**config.mk**
```make
export PLATFORM = sky130hd
export DESIGN_NAME = fpga_rt_wrapper
export DESIGN_NICKNAME = d
export VERILOG_FILES = /design/src/fpga_rt_pkg.sv /design/src/fpga_rt_regs.sv /design/src/fpga_rt_wrapper.sv /design/src/itrng_feeder.sv /design/src/log_fifo.sv
export SDC_FILE = /design/constraint.sdc
export NUM_CORES = 1
export LEC_CHECK = 0
export BUFFER_PORTS_ARGS = -buffer_cell sky130_fd_sc_hd__buf_2
export CORE_UTILIZATION = 44
export DETAILED_ROUTE_END_ITERATION = 7
export PLACE_DENSITY_LB_ADDON = 0.12
export SYNTH_ARGS = -nofsm -noshare
export SYNTH_HDL_FRONTEND = slang
export SYNTH_SLANG_ARGS = --single-unit
```
**constraint.sdc**
```tcl
create_clock -name core_clk -period 7.5 [get_ports core_clk]
set_clock_uncertainty 0.15 [all_clocks]
set_input_delay 1.5 -clock core_clk [delete_from_list [all_inputs] [get_ports core_clk]]
set_output_delay 1.5 -clock core_clk [all_outputs]
set_load 0.01 [all_outputs]
```
**src/fpga_rt_pkg.sv**
```systemverilog
/*
 * Realtime register wrapper package
 * Bus widths, register offsets, response codes and FIFO sizing
 */
package fpga_rt_pkg;

    typedef logic [31:0] addr_t;      // AXI4-Lite byte address
    typedef logic [31:0] data_t;
    typedef logic [3:0]  strb_t;
    typedef logic [1:0]  resp_t;
    typedef logic [7:0]  log_char_t;
    typedef logic [3:0]  nibble_t;    // One entropy nibble to the core

    localparam resp_t RESP_OKAY   = 2'b00;
    localparam resp_t RESP_SLVERR = 2'b10;

    // Register map, word aligned
    localparam addr_t CTRL_OFS              = 32'h00;
    localparam addr_t STATUS_OFS            = 32'h04;
    localparam addr_t GENERIC_INPUT_OFS     = 32'h08;
    localparam addr_t GENERIC_OUTPUT_OFS    = 32'h0C;
    localparam addr_t ITRNG_DIVISOR_OFS     = 32'h10;
    localparam addr_t CYCLE_COUNT_OFS       = 32'h14;
    localparam addr_t LOG_FIFO_DATA_OFS     = 32'h18;  // Read pops
    localparam addr_t LOG_FIFO_STATUS_OFS   = 32'h1C;
    localparam addr_t ITRNG_FIFO_DATA_OFS   = 32'h20;  // Write pushes
    localparam addr_t ITRNG_STATUS_OFS      = 32'h24;

    // Log character FIFO
    localparam int LOG_FIFO_DEPTH = 16;
    localparam int LOG_PTR_W      = $clog2(LOG_FIFO_DEPTH);
    localparam int LOG_CNT_W      = $clog2(LOG_FIFO_DEPTH + 1);

    // Entropy word FIFO and unpacker
    localparam int ITRNG_FIFO_DEPTH = 8;
    localparam int ITRNG_PTR_W      = $clog2(ITRNG_FIFO_DEPTH);
    localparam int ITRNG_CNT_W      = $clog2(ITRNG_FIFO_DEPTH + 1);
    localparam int NIBBLES_PER_WORD = 8;
    localparam int NIBBLE_IDX_W     = $clog2(NIBBLES_PER_WORD);

endpackage

```
**src/fpga_rt_regs.sv**
```systemverilog
/*
 * Realtime AXI4-Lite register block
 * Control, status and generic wires for the core, the log and entropy
 * FIFO access registers and a free-running cycle counter
 */
module fpga_rt_regs (
    input  logic                     core_clk,
    input  logic                     hwif_out,
    // AXI4-Lite write channels
    input  logic                     awvalid,
    output logic                     awready,
    input  fpga_rt_pkg::addr_t       awaddr,
    input  logic                     wvalid,
    output logic                     wready,
    input  fpga_rt_pkg::data_t       wdata,
    input  fpga_rt_pkg::strb_t       wstrb,
    output logic                     bvalid,
    input  logic                     bready,
    output fpga_rt_pkg::resp_t       bresp,
    // AXI4-Lite read channels
    input  logic                     arvalid,
    output logic                     arready,
    input  fpga_rt_pkg::addr_t       araddr,
    output logic                     rvalid,
    input  logic                     rready,
    output fpga_rt_pkg::data_t       rdata,
    output fpga_rt_pkg::resp_t       rresp,
    // Core side
    output logic                     core_pwrgood,
    output logic                     core_rst_b,
    output fpga_rt_pkg::data_t       generic_input,
    input  logic [7:0]               core_status,
    input  fpga_rt_pkg::data_t       generic_output,
    // Log FIFO
    output logic                     log_pop,
    input  fpga_rt_pkg::log_char_t   log_head,
    input  logic                     log_empty,
    input  logic                     log_full,
    // Entropy feeder
    output logic                     itrng_push,
    output fpga_rt_pkg::data_t       itrng_word,
    output logic                     itrng_fifo_reset,
    output fpga_rt_pkg::data_t       itrng_divisor,
    input  logic                     itrng_empty,
    input  logic                     itrng_full
);

    logic               ready_en;   // Low only in the cycle right after reset
    logic               wr_accept;
    logic               rd_accept;
    fpga_rt_pkg::addr_t wr_addr;
    fpga_rt_pkg::addr_t rd_addr;
    fpga_rt_pkg::data_t rd_value;
    fpga_rt_pkg::data_t cycle_count;

    function automatic logic is_mapped(input fpga_rt_pkg::addr_t addr);
        case (addr)
            fpga_rt_pkg::CTRL_OFS,
            fpga_rt_pkg::STATUS_OFS,
            fpga_rt_pkg::GENERIC_INPUT_OFS,
            fpga_rt_pkg::GENERIC_OUTPUT_OFS,
            fpga_rt_pkg::ITRNG_DIVISOR_OFS,
            fpga_rt_pkg::CYCLE_COUNT_OFS,
            fpga_rt_pkg::LOG_FIFO_DATA_OFS,
            fpga_rt_pkg::LOG_FIFO_STATUS_OFS,
            fpga_rt_pkg::ITRNG_FIFO_DATA_OFS,
            fpga_rt_pkg::ITRNG_STATUS_OFS: is_mapped = 1'b1;
            default:                       is_mapped = 1'b0;
        endcase
    endfunction

    // Byte lane merge for RW registers
    function automatic fpga_rt_pkg::data_t merge_bytes(
        input fpga_rt_pkg::data_t old_val,
        input fpga_rt_pkg::data_t new_val,
        input fpga_rt_pkg::strb_t strb
    );
        fpga_rt_pkg::data_t merged;
        merged = old_val;
        for (int i = 0; i < 4; i++) begin
            if (strb[i]) merged[8*i +: 8] = new_val[8*i +: 8];
        end
        return merged;
    endfunction

    assign wr_addr = {awaddr[31:2], 2'b00};
    assign rd_addr = {araddr[31:2], 2'b00};

    // Address and data taken together, once no response is pending
    assign wr_accept = ready_en & awvalid & wvalid & ~bvalid;
    assign awready   = wr_accept;
    assign wready    = wr_accept;

    assign arready   = ready_en & ~rvalid;
    assign rd_accept = arvalid & arready;
    assign log_pop   = rd_accept && (rd_addr == fpga_rt_pkg::LOG_FIFO_DATA_OFS);

    always_comb begin
        case (rd_addr)
            fpga_rt_pkg::CTRL_OFS:            rd_value = {30'b0, core_rst_b, core_pwrgood};
            fpga_rt_pkg::STATUS_OFS:          rd_value = {24'b0, core_status};
            fpga_rt_pkg::GENERIC_INPUT_OFS:   rd_value = generic_input;
            fpga_rt_pkg::GENERIC_OUTPUT_OFS:  rd_value = generic_output;
            fpga_rt_pkg::ITRNG_DIVISOR_OFS:   rd_value = itrng_divisor;
            fpga_rt_pkg::CYCLE_COUNT_OFS:     rd_value = cycle_count;
            fpga_rt_pkg::LOG_FIFO_DATA_OFS:   rd_value = {23'b0, ~log_empty, log_head};
            fpga_rt_pkg::LOG_FIFO_STATUS_OFS: rd_value = {30'b0, log_full, log_empty};
            fpga_rt_pkg::ITRNG_STATUS_OFS:
                rd_value = {29'b0, itrng_fifo_reset, itrng_full, itrng_empty};
            default:                          rd_value = '0;  // Also the write-only data port
        endcase
    end

    // Response channels
    always_ff @(posedge core_clk or negedge hwif_out) begin
        if (!hwif_out) begin
            ready_en <= 1'b0;
            bvalid   <= 1'b0;
            bresp    <= fpga_rt_pkg::RESP_OKAY;
            rvalid   <= 1'b0;
            rdata    <= '0;
            rresp    <= fpga_rt_pkg::RESP_OKAY;
        end else begin
            ready_en <= 1'b1;
            if (wr_accept) begin
                bvalid <= 1'b1;
                bresp  <= is_mapped(wr_addr) ? fpga_rt_pkg::RESP_OKAY : fpga_rt_pkg::RESP_SLVERR;
            end else if (bready) begin
                bvalid <= 1'b0;
            end
            if (rd_accept) begin
                rvalid <= 1'b1;
                rdata  <= rd_value;   // Log head and valid sampled with the pop
                rresp  <= is_mapped(rd_addr) ? fpga_rt_pkg::RESP_OKAY : fpga_rt_pkg::RESP_SLVERR;
            end else if (rready) begin
                rvalid <= 1'b0;
            end
        end
    end

    // RW registers and the entropy push strobe
    always_ff @(posedge core_clk or negedge hwif_out) begin
        if (!hwif_out) begin
            core_pwrgood     <= 1'b0;
            core_rst_b       <= 1'b0;
            generic_input    <= '0;
            itrng_divisor    <= '0;
            itrng_fifo_reset <= 1'b0;
            itrng_push       <= 1'b0;
        end else begin
            itrng_push <= wr_accept && (wr_addr == fpga_rt_pkg::ITRNG_FIFO_DATA_OFS);
            if (wr_accept) begin
                case (wr_addr)
                    fpga_rt_pkg::CTRL_OFS: begin
                        if (wstrb[0]) begin
                            core_pwrgood <= wdata[0];
                            core_rst_b   <= wdata[1];
                        end
                    end
                    fpga_rt_pkg::GENERIC_INPUT_OFS:
                        generic_input <= merge_bytes(generic_input, wdata, wstrb);
                    fpga_rt_pkg::ITRNG_DIVISOR_OFS:
                        itrng_divisor <= merge_bytes(itrng_divisor, wdata, wstrb);
                    fpga_rt_pkg::ITRNG_STATUS_OFS: begin
                        if (wstrb[0]) itrng_fifo_reset <= wdata[2];  // Only bit2 is writable
                    end
                    default: ;
                endcase
            end
        end
    end

    // Word travels with the push pulse
    always_ff @(posedge core_clk) begin
        if (wr_accept && (wr_addr == fpga_rt_pkg::ITRNG_FIFO_DATA_OFS)) begin
            itrng_word <= wdata;
        end
    end

    // Cycle counter, held while the core is in reset
    always_ff @(posedge core_clk or negedge hwif_out) begin
        if (!hwif_out) begin
            cycle_count <= '0;
        end else if (!core_rst_b) begin
            cycle_count <= '0;
        end else begin
            cycle_count <= cycle_count + 1'b1;
        end
    end

endmodule

```
**src/fpga_rt_wrapper.sv**
```systemverilog
/*
 * Realtime register wrapper top
 * Register block beside the log FIFO and the internal TRNG feeder
 */
module fpga_rt_wrapper (
    input  logic                   core_clk,
    input  logic                   hwif_out,
    // AXI4-Lite slave
    input  logic                   awvalid,
    output logic                   awready,
    input  fpga_rt_pkg::addr_t     awaddr,
    input  logic                   wvalid,
    output logic                   wready,
    input  fpga_rt_pkg::data_t     wdata,
    input  fpga_rt_pkg::strb_t     wstrb,
    output logic                   bvalid,
    input  logic                   bready,
    output fpga_rt_pkg::resp_t     bresp,
    input  logic                   arvalid,
    output logic                   arready,
    input  fpga_rt_pkg::addr_t     araddr,
    output logic                   rvalid,
    input  logic                   rready,
    output fpga_rt_pkg::data_t     rdata,
    output fpga_rt_pkg::resp_t     rresp,
    // Core side
    output logic                   core_pwrgood,
    output logic                   core_rst_b,
    output fpga_rt_pkg::data_t     generic_input,
    input  logic [7:0]             core_status,
    input  fpga_rt_pkg::data_t     generic_output,
    input  logic                   log_char_valid,
    input  fpga_rt_pkg::log_char_t log_char,
    input  logic                   etrng_req,
    output fpga_rt_pkg::nibble_t   itrng_data,
    output logic                   itrng_valid
);

    logic                   log_pop;
    fpga_rt_pkg::log_char_t log_head;
    logic                   log_empty;
    logic                   log_full;
    logic                   itrng_push;
    fpga_rt_pkg::data_t     itrng_word;
    logic                   itrng_fifo_reset;
    fpga_rt_pkg::data_t     itrng_divisor;
    logic                   itrng_empty;
    logic                   itrng_full;

    fpga_rt_regs regs_i (
        .core_clk, .hwif_out,
        .awvalid, .awready, .awaddr, .wvalid, .wready, .wdata, .wstrb,
        .bvalid, .bready, .bresp,
        .arvalid, .arready, .araddr, .rvalid, .rready, .rdata, .rresp,
        .core_pwrgood, .core_rst_b, .generic_input, .core_status, .generic_output,
        .log_pop, .log_head, .log_empty, .log_full,
        .itrng_push, .itrng_word, .itrng_fifo_reset, .itrng_divisor,
        .itrng_empty, .itrng_full
    );

    log_fifo log_fifo_i (
        .core_clk, .hwif_out,
        .log_char_valid, .log_char,
        .log_pop, .log_head, .log_empty, .log_full
    );

    itrng_feeder itrng_feeder_i (
        .core_clk, .hwif_out,
        .itrng_push, .itrng_word, .itrng_fifo_reset, .itrng_divisor,
        .etrng_req, .itrng_empty, .itrng_full,
        .itrng_data, .itrng_valid
    );

endmodule

```
**src/itrng_feeder.sv**
```systemverilog
/*
 * Internal TRNG feeder
 * Buffers host entropy words and hands them to the core one nibble at a
 * time, lowest first, paced by a divisor-throttled request
 */
module itrng_feeder (
    input  logic                 core_clk,
    input  logic                 hwif_out,
    input  logic                 itrng_push,
    input  fpga_rt_pkg::data_t   itrng_word,
    input  logic                 itrng_fifo_reset,
    input  fpga_rt_pkg::data_t   itrng_divisor,
    input  logic                 etrng_req,
    output logic                 itrng_empty,
    output logic                 itrng_full,
    output fpga_rt_pkg::nibble_t itrng_data,
    output logic                 itrng_valid
);

    fpga_rt_pkg::data_t                   mem [fpga_rt_pkg::ITRNG_FIFO_DEPTH];
    logic [fpga_rt_pkg::ITRNG_PTR_W-1:0]  wr_ptr;
    logic [fpga_rt_pkg::ITRNG_PTR_W-1:0]  rd_ptr;
    logic [fpga_rt_pkg::ITRNG_CNT_W-1:0]  count;
    logic [fpga_rt_pkg::NIBBLE_IDX_W-1:0] nib_idx;
    fpga_rt_pkg::data_t                   head_word;
    fpga_rt_pkg::data_t                   throttle_cnt;
    logic                                 req_strobe;
    logic                                 push_ok;
    logic                                 take;
    logic                                 word_done;

    localparam logic [fpga_rt_pkg::ITRNG_PTR_W-1:0] LAST_PTR =
        (fpga_rt_pkg::ITRNG_PTR_W)'(fpga_rt_pkg::ITRNG_FIFO_DEPTH - 1);
    localparam logic [fpga_rt_pkg::NIBBLE_IDX_W-1:0] LAST_NIB =
        (fpga_rt_pkg::NIBBLE_IDX_W)'(fpga_rt_pkg::NIBBLES_PER_WORD - 1);

    assign itrng_empty = (count == '0);
    assign itrng_full  = (count == (fpga_rt_pkg::ITRNG_CNT_W)'(fpga_rt_pkg::ITRNG_FIFO_DEPTH));
    assign head_word   = mem[rd_ptr];
    assign push_ok     = itrng_push & ~itrng_full & ~itrng_fifo_reset;
    assign take        = req_strobe & ~itrng_empty & ~itrng_fifo_reset;
    assign word_done   = take && (nib_idx == LAST_NIB);   // Last nibble frees the word

    // Throttle: one request sample every divisor+1 cycles
    always_ff @(posedge core_clk or negedge hwif_out) begin
        if (!hwif_out) begin
            throttle_cnt <= '0;
            req_strobe   <= 1'b0;
        end else if (throttle_cnt == '0) begin
            throttle_cnt <= itrng_divisor;
            req_strobe   <= etrng_req;
        end else begin
            throttle_cnt <= throttle_cnt - 1'b1;
            req_strobe   <= 1'b0;
        end
    end

    always_ff @(posedge core_clk or negedge hwif_out) begin
        if (!hwif_out) begin
            wr_ptr      <= '0;
            rd_ptr      <= '0;
            count       <= '0;
            nib_idx     <= '0;
            itrng_valid <= 1'b0;
        end else if (itrng_fifo_reset) begin
            wr_ptr      <= '0;   // Host flush drops words and partial unpack
            rd_ptr      <= '0;
            count       <= '0;
            nib_idx     <= '0;
            itrng_valid <= 1'b0;
        end else begin
            itrng_valid <= take;
            if (take) begin
                nib_idx <= word_done ? '0 : nib_idx + 1'b1;
            end
            if (push_ok) begin
                wr_ptr <= (wr_ptr == LAST_PTR) ? '0 : wr_ptr + 1'b1;
            end
            if (word_done) begin
                rd_ptr <= (rd_ptr == LAST_PTR) ? '0 : rd_ptr + 1'b1;
            end
            case ({push_ok, word_done})
                2'b10:   count <= count + 1'b1;
                2'b01:   count <= count - 1'b1;
                default: ;
            endcase
        end
    end

    always_ff @(posedge core_clk) begin
        if (push_ok) begin
            mem[wr_ptr] <= itrng_word;
        end
        if (take) begin
            itrng_data <= head_word[{nib_idx, 2'b00} +: 4];
        end
    end

endmodule

```
**src/log_fifo.sv**
```systemverilog
/*
 * Core log character FIFO
 * First-word-fall-through buffer, drops characters while full
 */
module log_fifo (
    input  logic                   core_clk,
    input  logic                   hwif_out,
    input  logic                   log_char_valid,
    input  fpga_rt_pkg::log_char_t log_char,
    input  logic                   log_pop,
    output fpga_rt_pkg::log_char_t log_head,
    output logic                   log_empty,
    output logic                   log_full
);

    fpga_rt_pkg::log_char_t              mem [fpga_rt_pkg::LOG_FIFO_DEPTH];
    logic [fpga_rt_pkg::LOG_PTR_W-1:0]   wr_ptr;
    logic [fpga_rt_pkg::LOG_PTR_W-1:0]   rd_ptr;
    logic [fpga_rt_pkg::LOG_CNT_W-1:0]   count;
    logic                                push_ok;
    logic                                pop_ok;

    localparam logic [fpga_rt_pkg::LOG_PTR_W-1:0] LAST_IDX =
        (fpga_rt_pkg::LOG_PTR_W)'(fpga_rt_pkg::LOG_FIFO_DEPTH - 1);

    assign push_ok   = log_char_valid & ~log_full;
    assign pop_ok    = log_pop & ~log_empty;
    assign log_empty = (count == '0);
    assign log_full  = (count == (fpga_rt_pkg::LOG_CNT_W)'(fpga_rt_pkg::LOG_FIFO_DEPTH));
    assign log_head  = mem[rd_ptr];   // Head visible without a read strobe

    always_ff @(posedge core_clk or negedge hwif_out) begin
        if (!hwif_out) begin
            wr_ptr <= '0;
            rd_ptr <= '0;
            count  <= '0;
        end else begin
            if (push_ok) begin
                wr_ptr <= (wr_ptr == LAST_IDX) ? '0 : wr_ptr + 1'b1;
            end
            if (pop_ok) begin
                rd_ptr <= (rd_ptr == LAST_IDX) ? '0 : rd_ptr + 1'b1;
            end
            case ({push_ok, pop_ok})
                2'b10:   count <= count + 1'b1;
                2'b01:   count <= count - 1'b1;
                default: ;   // Both or neither
            endcase
        end
    end

    always_ff @(posedge core_clk) begin
        if (push_ok) begin
            mem[wr_ptr] <= log_char;
        end
    end

endmodule

```
## Yosys cells after proc, flatten, opt, wreduce, memory -nomap -nowiden

Memory sizes are Yosys's and may differ from the RTL's.
Cells that the tools add are included.

- Word-level logic and storage cells: 152
- Memories: 2
- Bits in writable memories: 384
- Register bits after elaboration: 235

- Bitwise operators: 18
- Shift-type cells: 1
- Multiplexer cells: 33
- Add/subtract/negate cells: 11
- Reductions and logical operators: 27
- Equal/unequal tests: 29

Memories:

| memory | words | width | rd ports | clocked after Yosys merged registers in | wr ports | RTL line | RTL |
|---|---|---|---|---|---|---|---|
| itrng_feeder_i.mem | 8 | 32 | 1 | 0 | 1 | itrng_feeder.sv:20 | `fpga_rt_pkg::data_t mem [fpga_rt_pkg::ITRNG_FIFO_DEPTH];` |
| log_fifo_i.mem | 16 | 8 | 1 | 0 | 1 | log_fifo.sv:16 | `fpga_rt_pkg::log_char_t mem [fpga_rt_pkg::LOG_FIFO_DEPTH];` |

Operators by type and width:

| cell | number |
|---|---|
| $pmux 32 s9 | 1 |
| $eq 30x3->1 const B | 8 |
| $eq 30x2->1 const B | 4 |
| $eq 30x4->1 const B | 4 |
| $logic_not 32->1 | 3 |
| $mux 32 | 2 |
| $eq 30x1->1 const B | 2 |
| $add 32x1->32 const B | 1 |
| $shiftx 32x6->4 | 1 |
| $sub 32x1->32 const B | 1 |
| $reduce_and 3->1 | 10 |
| $mux 3 | 9 |
| $reduce_or 10->1 | 2 |
| $mux 1 | 14 |
| $add 4x1->4 const B | 3 |
| $eq 4x4->1 const B | 3 |
| $mux 4 | 3 |
| $reduce_bool 2->1 | 6 |
| $and 1x1->1 | 11 |
| $pmux 5 s2 | 1 |
| $add 3x1->3 const B | 3 |
| $eq 3x3->1 const B | 3 |
| $pmux 4 s2 | 1 |
| $not 1->1 | 7 |
| 11 further kinds | 16 |

## Depth between registers and ports, before layout

- Depth in word-level cells: 8
- Depth in mapped cells: 15

## By module

Synthesis repeated with hierarchy kept, for this count alone.

- Cell total of the unflattened synthesis: 1754
- Area, all modules: 26426.6 um2

By module, submodules not included:

| module | sequential area each (um2) | cells each | times used | area an instance (um2) |
|---|---|---|---|---|
| itrng_feeder | 8983.6 | 768 | 1 | 12613.3 |
| fpga_rt_regs | 4389.2 | 675 | 1 | 8047.7 |
| log_fifo | 4169.0 | 311 | 1 | 5765.5 |

## Least setup slack after synthesis

No wires, ideal clock.

- Path kind: flip-flop to flip-flop
- Start point: register itrng_feeder_i.count[3] in the netlist's numbering
- End point: memory itrng_feeder_i.mem[6][0] in the netlist's numbering (enable)
- Arrival time: 4.134 ns
- Data required time: 6.849 ns
- Period minus slack after synthesis: 4.786 ns
- Setup time: 0.501 ns
- Slack: 2.714 ns
- Cell stages (with the launch flop): 6
- Path through: dfrtp_1 nor4b_1 nor2b_1 clkbuf_1 nand2_1 nor4_1

- Longest elaborated chain between the ends: 6

Ends and longest elaborated chain:

| what | RTL line | RTL |
|---|---|---|
| start, declared | itrng_feeder.sv:23 | `logic [fpga_rt_pkg::ITRNG_CNT_W-1:0] count;` |
| start signal, assigned | itrng_feeder.sv:83 | `2'b10: count <= count + 1'b1;` |
| start signal, assigned | itrng_feeder.sv:84 | `2'b01: count <= count - 1'b1;` |
| $eq 4x4->1 | itrng_feeder.sv:38 | `assign itrng_full = (count == (fpga_rt_pkg::ITRNG_CNT_W)'(fpga_rt_pkg::ITRNG_FIFO_DEPTH));` |
| $not 1->1 | itrng_feeder.sv:40 | `assign push_ok = itrng_push & ~itrng_full & ~itrng_fifo_reset;` |
| $and 1x1->1 (2 in series) | itrng_feeder.sv:40 |  |
| $mux 1 | itrng_feeder.sv:91 | `if (push_ok) begin` |
| $mux 1 (implied by the code) | itrng_feeder.sv:92 | `mem[wr_ptr] <= itrng_word;` |
| end, declared | itrng_feeder.sv:20 |  |

Every way passes these cells.

## Worst setup path after layout

- Start point: input araddr[4]
- End point: register log_fifo_i.count[4] in the netlist's numbering

- Longest elaborated chain between the ends: 5

Ends and longest elaborated chain:

| what | RTL line | RTL |
|---|---|---|
| start, declared | fpga_rt_wrapper.sv:21 | `input fpga_rt_pkg::addr_t araddr,` |
| $eq 30x3->1 (*) | fpga_rt_regs.sv:96 | `assign log_pop = rd_accept && (rd_addr == fpga_rt_pkg::LOG_FIFO_DATA_OFS);` |
| $logic_and 1x1->1 (*) | fpga_rt_regs.sv:96 |  |
| $and 1x1->1 (*) | log_fifo.sv:27 | `assign pop_ok = log_pop & ~log_empty;` |
| named net log_fifo_i.pop_ok | log_fifo.sv:21 | `logic pop_ok;` |
| $eq 2x1->1 / $eq 2x2->1 (equally long branches) | log_fifo.sv:44 | `case ({push_ok, pop_ok})` |
| $pmux 5 s2 / $reduce_bool 2->1 (equally long branches) | n/a |  |
| end signal, assigned | log_fifo.sv:45 | `2'b10: count <= count + 1'b1;` |
| end signal, assigned | log_fifo.sv:46 | `2'b01: count <= count - 1'b1;` |
| end, declared | log_fifo.sv:19 | `logic [fpga_rt_pkg::LOG_CNT_W-1:0] count;` |

The timed path passes the listed nets; every way through them passes the cells marked *.
A chain may end at the register's enable or synchronous reset.

==> flow_metrics.env <==
export IMPL_status="finished clean"
export IMPL_tightest_slew_ps=1290
export IMPL_hpwl_um=43500
export IMPL_grt_usage_pct=22.7
export IMPL_h_tree_depth=3
export IMPL_dieArea_sq_um=59500
export IMPL_antenna_found_initial=3
export IMPL_cts_root_buf="clkbuf_16"
export IMPL_rsz0062_at_grt="false"
export IMPL_cap_violations=0
export IMPL_core_area_sq_um=57800
export IMPL_synth_ff_type="edfxtp_1"
export IMPL_ys_ff_latch=617
export IMPL_period_needed_ps=4260
export IMPL_ir_worst_vdd_uv=537
export IMPL_power_density_nw_per_um2=343
export IMPL_reg2reg_depth=12
export IMPL_timing_final_ws_setup_ps=3240
export IMPL_clk_path_buf_depth=3
export IMPL_synth_area_leaders="edfxtp_1 (49%), dfrtp_1 (19%), mux4_2 (9.0%)"
export IMPL_max_stage_delay_ps=440
export IMPL_setup_worst_path_start="araddr[4]"
export IMPL_worst_setup_path_end_kind="flip-flop"
export IMPL_synth_seq_area_share_pct=68.1
export IMPL_die_h_um=244
export IMPL_first_iter_violations=1395
export IMPL_gp_congestion=0.851
export IMPL_gr_total_overflow=0
export IMPL_post_cts_resized=0
export IMPL_worst_path_buf_inv=3
export IMPL_via_count=15507
export IMPL_required_ps=7870
export IMPL_clock_sinks=617
export IMPL_cts_tree="built"
export IMPL_utilization_pct=52.1
export IMPL_post_cts_buffers=0
export IMPL_hold_path_cell_count=2
export IMPL_die_w_um=244
export IMPL_dp_slack_ps=2680
export IMPL_crit_chain="buf_2 > nor3b_1 > nand3_1 > nor3_1 > buf_4 > nand2_1 > inv_1 > ha_1 > xor2_1 > ha_1 > o21a_1 > o22a_1 > a21oi_1 > mux2i_1 > xnor2_1"
export IMPL_grt_pass1_wl_um=99800
export IMPL_clock_latency_ps=600
export IMPL_cp_data_arrival_time_ps=4640
export IMPL_hp_class="flip-flop to flip-flop"
export IMPL_period_share_pct=56.9
export IMPL_synth_edff_count=420
export IMPL_r2r_start="log_fifo_i.count[1]"
export IMPL_drtAntennaViolNets=0
export IMPL_drive_gt1_share_pct=30.7
export IMPL_antenna_cells=0
export IMPL_yosys_warnings=0
export IMPL_cp_max_fo=14
export IMPL_path_clk_slew_ps=60
export IMPL_dpl_cell_area_sq_um=27800
export IMPL_drt_wl_total_um=67000
export IMPL_start_util_pct=44.6
export IMPL_holdBufCountCts=0
export IMPL_tns_ps=0
export IMPL_dr_pass1_iters=5
export IMPL_io_buffers=230
export IMPL_yosysTopAreaCellShare_pct=48.9
export IMPL_grt_pass1_vias=15590
export IMPL_path_delay_family="simple AND/OR/NAND/NOR gates"
export IMPL_syn_instance_count=1640
export IMPL_path_class="primary input to flip-flop"
export IMPL_r2r_slack_ps=3790
export IMPL_row_count=88
export IMPL_fin_area_sq_um=30100
export IMPL_p_leak_nw=11.3
export IMPL_via_per_inst=5.75
export IMPL_synth_async_reset_ratio_pct=31.9
export IMPL_syn_area_sq_um=25800
export IMPL_nets=2055
export IMPL_path_depth=15
export IMPL_crit_path_end="log_fifo_i.count[4]"
export IMPL_cp_common_cell="ha_1"
export IMPL_drv_slew=0
export IMPL_drc=0
export IMPL_yosysMostFrequentCell="edfxtp_1"
export IMPL_reg2reg_to="log_fifo_i.count[4]"
export IMPL_fmax_ghz=0.234
export IMPL_grt_max_degree=149
export IMPL_crit_slowest_cell="nor3b_1"
export IMPL_synth_cell_type_count=70
export IMPL_area_growth_pct=16.8
export IMPL_num_io_pins=237
export IMPL_maxSlewHeadroom_pct=13.9
export IMPL_crit_path_start_kind="primary input"
export IMPL_post_drt_wl_per_cell_um=24.8
export IMPL_avgSynthCellArea_sq_um=15.7
export IMPL_final_setup_viol_count=0
export IMPL_yosysTopAreaCell="edfxtp_1"
export IMPL_ys_top_cells_by_count="edfxtp_1 (420), dfrtp_1 (197), nor2_1 (109)"
export IMPL_finalHoldViolCount=0
export IMPL_cts_buffers=67
## cell usage in the layout (no fill, tap or decap), types with 26 or more instances in the layout
cell type,count
edfxtp_1,420
buf_2,229
dfrtp_1,194
nor2_1,106
nand2_1,104
mux4_2,103
mux2_2,103
clkbuf_16,67
o21ai_0,56
a21oi_1,44
a22oi_1,42
xnor2_1,37
nor4_1,31
nand4_1,26
## where the power goes
| group | switching [W] | total (W) | internal, W |
|---|---|---|---|
| Clock | 0.00138 | 0.00337 | 0.00200 |
| Sequential | 0.0000990 | 0.00397 | 0.00387 |
| Combinational | 0.00180 | 0.00299 | 0.00119 |
## worst reg2reg max path, stage by stage (launching register included)
cell and delay [ps]:
dfrtp_1 450, nor4_1 820, nand2b_1 240, nand2_1 220, inv_1 110, ha_1 330
xor2_1 190, ha_1 240, o21a_1 170, o22a_1 190, a21oi_1 170, mux2i_1 230
xnor2_1 130
## sequential cells by signal, indices dropped and copies added, names as in the netlist, 5 cells and up
| signal | cells |
|---|---|
| log_fifo_i.mem | 128 |
| log_fifo_i.count | 5 |
| itrng_feeder_i.throttle_cnt | 32 |
| regs_i.itrng_word | 32 |
| regs_i.generic_input | 32 |
| regs_i.cycle_count | 32 |
| regs_i.itrng_divisor | 32 |
| itrng_feeder_i.mem | 256 |
| regs_i.rdata | 32 |
## per-stage QoR
stage               std cells  hold WS (ps)  total power (W)
floorplan                1641           308          0.00649
global placement         2574           312          0.00697
detailed placement       2574           321          0.00704
CTS                      2697           334           0.0104
global route             2697           364           0.0109
finish                   2697           332           0.0103
## metal layers
| layer | vias up | GRT usage [%] | wire (um) |
|---|---|---|---|
| met5 | - | 0 | 0 |
| met4 | 0 | 5.29 | 1210 |
| li1 | 6907 | - | - |
| met3 | 71 | 3.93 | 3760 |
| met1 | 8001 | 33.2 | 30300 |
| met2 | 528 | 35.7 | 31800 |
## kinds of logic (layout without fill, tap and decap cells)
logic type / after synthesis / after routing / share of synthesized area [%]
compound gates: 216 / 216 / 5.63
fa+ha+maj: 20 / 20 / 1.00
mux: 210 / 210 / 13.7
other cells: 2 / 3 / 0.0291
flops: 617 / 617 / 68.1
buf+inv: 108 / 399 / 1.71
xor+xnor: 55 / 55 / 1.87
simple gates: 412 / 412 / 8.03
## how the worst min path moves through the flow
| stage | to | slack (ps) | start |
|---|---|---|---|
| after detailed placement | regs_i.rdata[10] | 320 | regs_i.rdata[10] |
| after floorplan | regs_i.cycle_count[0] | 310 | regs_i.cycle_count[0] |
| final | regs_i.rdata[29] | 330 | regs_i.rdata[29] |
| after global placement | regs_i.rdata[9] | 310 | regs_i.rdata[9] |
| after CTS | regs_i.rdata[29] | 330 | regs_i.rdata[29] |
| after global routing | regs_i.rdata[13] | 360 | regs_i.rdata[13] |
## layout make-up
type | instances | area (sq um)
multi-input cells | 916 | 7880
fillers | 4829 | 27700
repair buffers | 256 | 1370
flip-flops and latches | 617 | 17500
clock buffers | 92 | 1850
clock inverters | 31 | 413
well taps | 765 | 957
inverters | 20 | 75.1
Note: power is estimated with default switching activity, not from simulation.
